--- src/include/feeder_consts.svh ---
`ifndef FEEDER_CONSTS_SVH
`define FEEDER_CONSTS_SVH

////////////////////
// Widths
////////////////////

// Raster row and line counters
`define FEEDER_COORD_BITS 11

// One BGR pixel, 8 bits per channel
`define FEEDER_PIXEL_BITS 24

// One RAM word carries a whole block of pixels
`define FEEDER_SLOTS 256
`define FEEDER_BLOCK_BITS 6144

////////////////////
// Display window
////////////////////

// Active columns, limit is exclusive
`define FEEDER_ROW_FIRST 279
`define FEEDER_ROW_LIMIT 1303

// Active lines, limit is exclusive
`define FEEDER_LINE_FIRST 35
`define FEEDER_LINE_LIMIT 803

// Frame mark sits on the line before the first active one
`define FEEDER_MARK_LINE 34
`define FEEDER_MARK_ROW_LIMIT 282

////////////////////
// Slot events
////////////////////

// Fetch level window for the RAM request
`define FEEDER_FETCH_ON 10
`define FEEDER_FETCH_OFF 13

// Bank flips
`define FEEDER_FILL_SLOT 11
`define FEEDER_TURN_SLOT 255

`endif

--- src/rtl/feeder_pkg.sv ---
`default_nettype none

`include "feeder_consts.svh"

package feeder_pkg;

	////////////////////
	// Plain vectors
	////////////////////

	// Row or line number
	typedef logic [`FEEDER_COORD_BITS-1:0] coord_t;

	// BGR pixel, blue in the top byte
	typedef logic [`FEEDER_PIXEL_BITS-1:0] pixel_t;

	// Index of a pixel inside a block
	typedef logic [$clog2(`FEEDER_SLOTS)-1:0] slot_t;

	// Slot 0 sits in the most significant pixel
	typedef logic [`FEEDER_BLOCK_BITS-1:0] block_t;

	////////////////////
	// Bundles
	////////////////////

	// Raster position from the video timing
	typedef struct packed {
		coord_t row;
		coord_t line;
	} raster_pos_t;

	// Per-cycle decode shared by the banks and the unpacker
	typedef struct packed {
		logic active;
		slot_t slot;
		logic fill_flip;
		logic turn_flip;
	} scan_ctrl_t;

	////////////////////
	// Pulse machine
	////////////////////

	typedef enum logic [1:0] {
		REQ_IDLE,
		REQ_ARMED,
		REQ_FIRE
	} req_state_t;

endpackage

`default_nettype wire

--- src/rtl/scan_counter.sv ---
`timescale 1ns/1ps
`default_nettype none

`include "feeder_consts.svh"

module scan_counter (
	input logic clk125,
	input logic reset,
	input feeder_pkg::raster_pos_t pos,
	output feeder_pkg::scan_ctrl_t scan,
	output logic fetch,
	output logic frame_mark
);

	import feeder_pkg::*;

	slot_t slot_count;
	logic row_active;
	logic line_active;
	logic in_window;
	logic mark_hit;
	logic fetch_set;
	logic fetch_clear;

	////////////////////
	// Window decode
	////////////////////

	assign row_active = (pos.row >= coord_t'(`FEEDER_ROW_FIRST)) &&
		(pos.row < coord_t'(`FEEDER_ROW_LIMIT));

	assign line_active = (pos.line >= coord_t'(`FEEDER_LINE_FIRST)) &&
		(pos.line < coord_t'(`FEEDER_LINE_LIMIT));

	assign in_window = row_active && line_active;

	// Three rows at the start of the mark line
	assign mark_hit = (pos.line == coord_t'(`FEEDER_MARK_LINE)) &&
		(pos.row >= coord_t'(`FEEDER_ROW_FIRST)) &&
		(pos.row < coord_t'(`FEEDER_MARK_ROW_LIMIT));

	////////////////////
	// Slot events
	////////////////////

	assign fetch_set = in_window && (slot_count == slot_t'(`FEEDER_FETCH_ON));
	assign fetch_clear = in_window && (slot_count == slot_t'(`FEEDER_FETCH_OFF));

	always_comb begin
		scan.active = in_window;
		scan.slot = slot_count;
		scan.fill_flip = in_window && (slot_count == slot_t'(`FEEDER_FILL_SLOT));
		scan.turn_flip = in_window && (slot_count == slot_t'(`FEEDER_TURN_SLOT));
	end

	////////////////////
	// Registers
	////////////////////

	// Steps only on active pixels, wraps at the block end
	always_ff @(posedge clk125) begin
		if (reset) begin
			slot_count <= '0;
		end else if (in_window) begin
			slot_count <= slot_t'(slot_count + 1'b1);
		end
	end

	// Level holds through blanking until the clear slot
	always_ff @(posedge clk125) begin
		if (reset) begin
			fetch <= 1'b0;
		end else if (fetch_set) begin
			fetch <= 1'b1;
		end else if (fetch_clear) begin
			fetch <= 1'b0;
		end
	end

	always_ff @(posedge clk125) begin
		if (reset) begin
			frame_mark <= 1'b0;
		end else begin
			frame_mark <= mark_hit;
		end
	end

endmodule

`default_nettype wire

--- config.mk ---
export PLATFORM = sky130hd
export DESIGN_NAME = scan_counter
export DESIGN_NICKNAME = d
export VERILOG_FILES = /design/src/rtl/feeder_pkg.sv /design/src/rtl/scan_counter.sv
export VERILOG_INCLUDE_DIRS = /design/src /design/src/include
export SDC_FILE = /design/constraint.sdc
export NUM_CORES = 1
export LEC_CHECK = 0
export ABC_AREA = 1
export BUFFER_PORTS_ARGS = -buffer_cell sky130_fd_sc_hd__buf_2
export CORE_MARGIN = 3
export CORE_UTILIZATION = 52
export CTS_CLUSTER_SIZE = 14
export DETAILED_ROUTE_END_ITERATION = 16
export GPL_TIMING_DRIVEN = 0
export PLACE_DENSITY = 0.84
export SLEW_MARGIN = 20
export SYNTH_ARGS = -nofsm -noshare
export SYNTH_HDL_FRONTEND = slang
export SYNTH_SLANG_ARGS = --single-unit
--- constraint.sdc ---
create_clock -name clk125 -period 2.75 [get_ports clk125]
set_input_delay 0.275 -clock clk125 [delete_from_list [all_inputs] [get_ports clk125]]
set_output_delay 0.275 -clock clk125 [all_outputs]
set_load 0.01 [all_outputs]
==> flow_results.org <==
** CTS
- Clock-pin slew was measured on the worst setup and hold paths at approximately 0.07 ns.
- TritonCTS built the clock tree.
- Number of clock sinks seen by CTS :: 10
- In this run, CTS created clock tree buffers numbering 3.
- Root Buffer Master :: sky130_fd_sc_hd__clkbuf_4
- Max clock buf depth :: 2
- Once the clock tree was built, the resizer swapped 0 gates to a different size.
- Post-CTS setup buffer count :: 0
- Level count of the clock H-tree :: 1
- For this design, the CTS-stage hold fixing added 0 buffers.
- Skew-Pair Late Insertion Delay :: about 0.27 ns

** Floorplanning
- Starting utilization of the core area :: 0.592
- The region available for standard cell placement spans 1610 sq um.
- Die Wd :: 48.8 microns
- Row generation in the floorplan step produced 14 rows.
- Die ar. :: 2380 sq um
- In this run the vertical extent of the chip is 48.8 microns.
- Number of top-level design ports :: 37

** Logic synthesis
- Avg Inst Size Synth :: roughly 6.6 sq um
- Post-Syn Instances :: approximately 150
- The cell area that synthesis handed to floorplanning was 953 sq um.
- In this run, synthesis produced a sequential element count of 10.
- Top cells by area in the synthesized netlist :: sky130_fd_sc_hd__dfxtp_1 21%, sky130_fd_sc_hd__nand2_1 12%, sky130_fd_sc_hd__nand3_1 8.4%, sky130_fd_sc_hd__inv_1 6.3%, sky130_fd_sc_hd__nor2_1 5.5%
- Synthesis produced a netlist with a net count of 172.
- In this run, distinct cell masters in the synthesized netlist total 29.
- For this run, the register share of the synthesized area comes to 0.210.
- Largest area contributor in the netlist :: sky130_fd_sc_hd__dfxtp_1
- During synthesis, Yosys emitted a total of 0 warnings.
- Of the post-synthesis cell area, the dominant cell type holds 0.210.

** Global route
- Final global-route overflow total :: 0
- Wire length of the first global-routing pass :: 4120 microns
- Entering global routing, the biggest net connects 10 pins.
- Number of global-route vias before repair :: about 990
- Overall track demand over capacity in global routing :: 0.214
- The initial antenna violation count was 0.

** Pwr
- Power Density :: ~330 nW/um^2
- Highest ir drop seen on vdd :: 306 uV
- For this design the static power due to leakage is 0.580 nW.

** Placed design
- The count of buffers added on input and output ports is 35.
- The HPWL after detailed placement is 1790 microns.
- Number of cells in the design after placement :: 204
- Routability-driven placement congestion ratio :: between 0.8 and 0.9

** Finish
- At the end of the flow, the number of nets in the layout was 212.
- The library cell used most frequently in the layout, excluding fill and tap cells, is sky130_fd_sc_hd__buf_2.
- Number of cells in the finished layout apart from fillers :: 208
- 0 antenna diodes ended up in the layout.
- The top cell types in the final layout, fill and taps aside, are 35 x sky130_fd_sc_hd__buf_2, 30 x sky130_fd_sc_hd__nand2_1, 16 x sky130_fd_sc_hd__nand3_1, 16 x sky130_fd_sc_hd__inv_1, 14 x sky130_fd_sc_hd__nor2_1.
- Compared with the post-synthesis result, the final layout area differs by 25.3%.
- Proportion of layout cells with a drive suffix above 1 :: 0.370

** Timing
- Between clock sinks in the finished design, the worst skew comes to 0.000333 ns.
- Headroom to the max-slew limit :: 0.729
- Worst-Margin Slew :: approximately 0.4 ns
- Setup repair after global routing missed its margin :: no
- Total of endpoints with negative setup slack in the final report :: 0
- Max Transition Viols Final :: 0
- Final hold analysis gives a worst-case slack of 0.290 ns.
- Of the available clock period, the critical path in the final layout requires 0.691.
- Adding up every negative setup slack in the final design gives 0 ns.
- Minimum period implied by the final worst setup slack :: 1.90 ns
- Maximum operating frequency :: ~0.53 GHz
- Final number of hold-violating endpoints :: 0

** Critical path
- Data arrival time of the critical path :: 1.63 ns
- Endpoint kind of the worst setup timing path :: output port
- At the worst endpoint, the required time is 2.48 ns.
- Critical Path Start Type :: register
- By startpoint and endpoint, the worst setup path is classified as register to output port.
- Largest fanout on the critical path :: 6

** Route
- After detailed routing, the number of remaining DRC violations is 0.
- WL final :: 2260 microns
- Final routed wire length divided by cell count :: approximately 11 microns
- DR vias :: between 1k and 1.5k
- ANT nets after route :: 0
- Vias per cell :: 5.15
- Before antenna repair, the detailed router went through 5 iterations.
- For this block, the initial DRC count from the detailed router was 37.

** Worst hold path
- In this run the worst hold path is classified as input pin to register.

** Status
- Status :: complete, no violations

** Flow run
- The tool flagged a number of max-cap violations equal to 0.
[layer usage]
layer,global-route usage,vias to the layer above,part of all wire
met5,0,-,0
met4,0.0711,0,0.010
met3,0.0275,5,0.067
met2,0.400,40,0.50
met1,0.247,485,0.42
li1,-,541,-
[state kept, by name, summed over array words and instances (netlist names)]
| signal | cells |
|---|---|
| slot_count | 8 |
| fetch | 1 |
| frame_mark | 1 |
[cell type report]
type                            instances  area (sq um)
Buffer                                  2          11.3
Clock buffer                            4          36.3
Fill cell                             149           417
Inverter                               23          91.3
Multi-Input combinational cell        110           651
Sequential cell                        10           200
Tap cell                               24          30.0
Timing Repair Buffer                   35           175
[power breakdown]
group	internal [W]	switching (W)
Combinational	0.0000402	0.0000604
Clock	0.0000804	0.0000552
Sequential	0.000148	0.00000464
[cell usage after synthesis (all sizes together)]
master	count
a21oi	10
a31oi	1
and2	1
buf	1
clkbuf	1
dfxtp	10
ha	3
inv	23
nand2	35
nand3	18
nand3b	1
nand4	3
nor2	24
nor3	4
o21ai	1
o311ai	1
or2	2
xor2	6
[through the flow]
stage	utilization	worst slack, ns	total power [W]	cell area, sq um
after floorplan	-	1.23	0.000221	953
after global placement	0.719	0.994	0.000252	1160
after detailed placement	0.719	0.956	0.000256	1160
after CTS	0.741	0.853	0.000391	1190
after global routing	0.741	0.711	0.000410	1190
final	0.741	0.849	0.000388	1190
[cell families after synthesis]
family	after synthesis	share of synthesized area
flip-flops	10	0.210
adder cells (fa/ha/maj)	3	0.0394
XOR/XNOR	6	0.0551
AO/OA/AOI/OAI	13	0.0814
buffers and inverters	25	0.108
AND/OR/NAND/NOR	88	0.507
[worst paths after layout]
kind,from,cells after the start,slack [ns],end
worst max-delay path,slot_count[1]$_SDFFE_PP0P_,6,0.85,scan[0]
worst max register to register,slot_count[1]$_SDFFE_PP0P_,6,1.19,slot_count[6]$_SDFFE_PP0P_
worst min register to register,fetch$_SDFFE_PP0P_,2,0.46,fetch$_SDFFE_PP0P_
worst min-delay path,pos[2],4,0.29,frame_mark$_SDFF_PP0_
[worst max-delay path, stage by stage (launching register included)]
cell	delay, ns
sky130_fd_sc_hd__dfxtp_1	0.44
sky130_fd_sc_hd__ha_1	0.25
sky130_fd_sc_hd__nand3_1	0.15
sky130_fd_sc_hd__nor3_2	0.22
sky130_fd_sc_hd__nand3_2	0.11
sky130_fd_sc_hd__nor2_2	0.08
sky130_fd_sc_hd__buf_2	0.13
No activity file was read; power rests on OpenSTA's default activity.
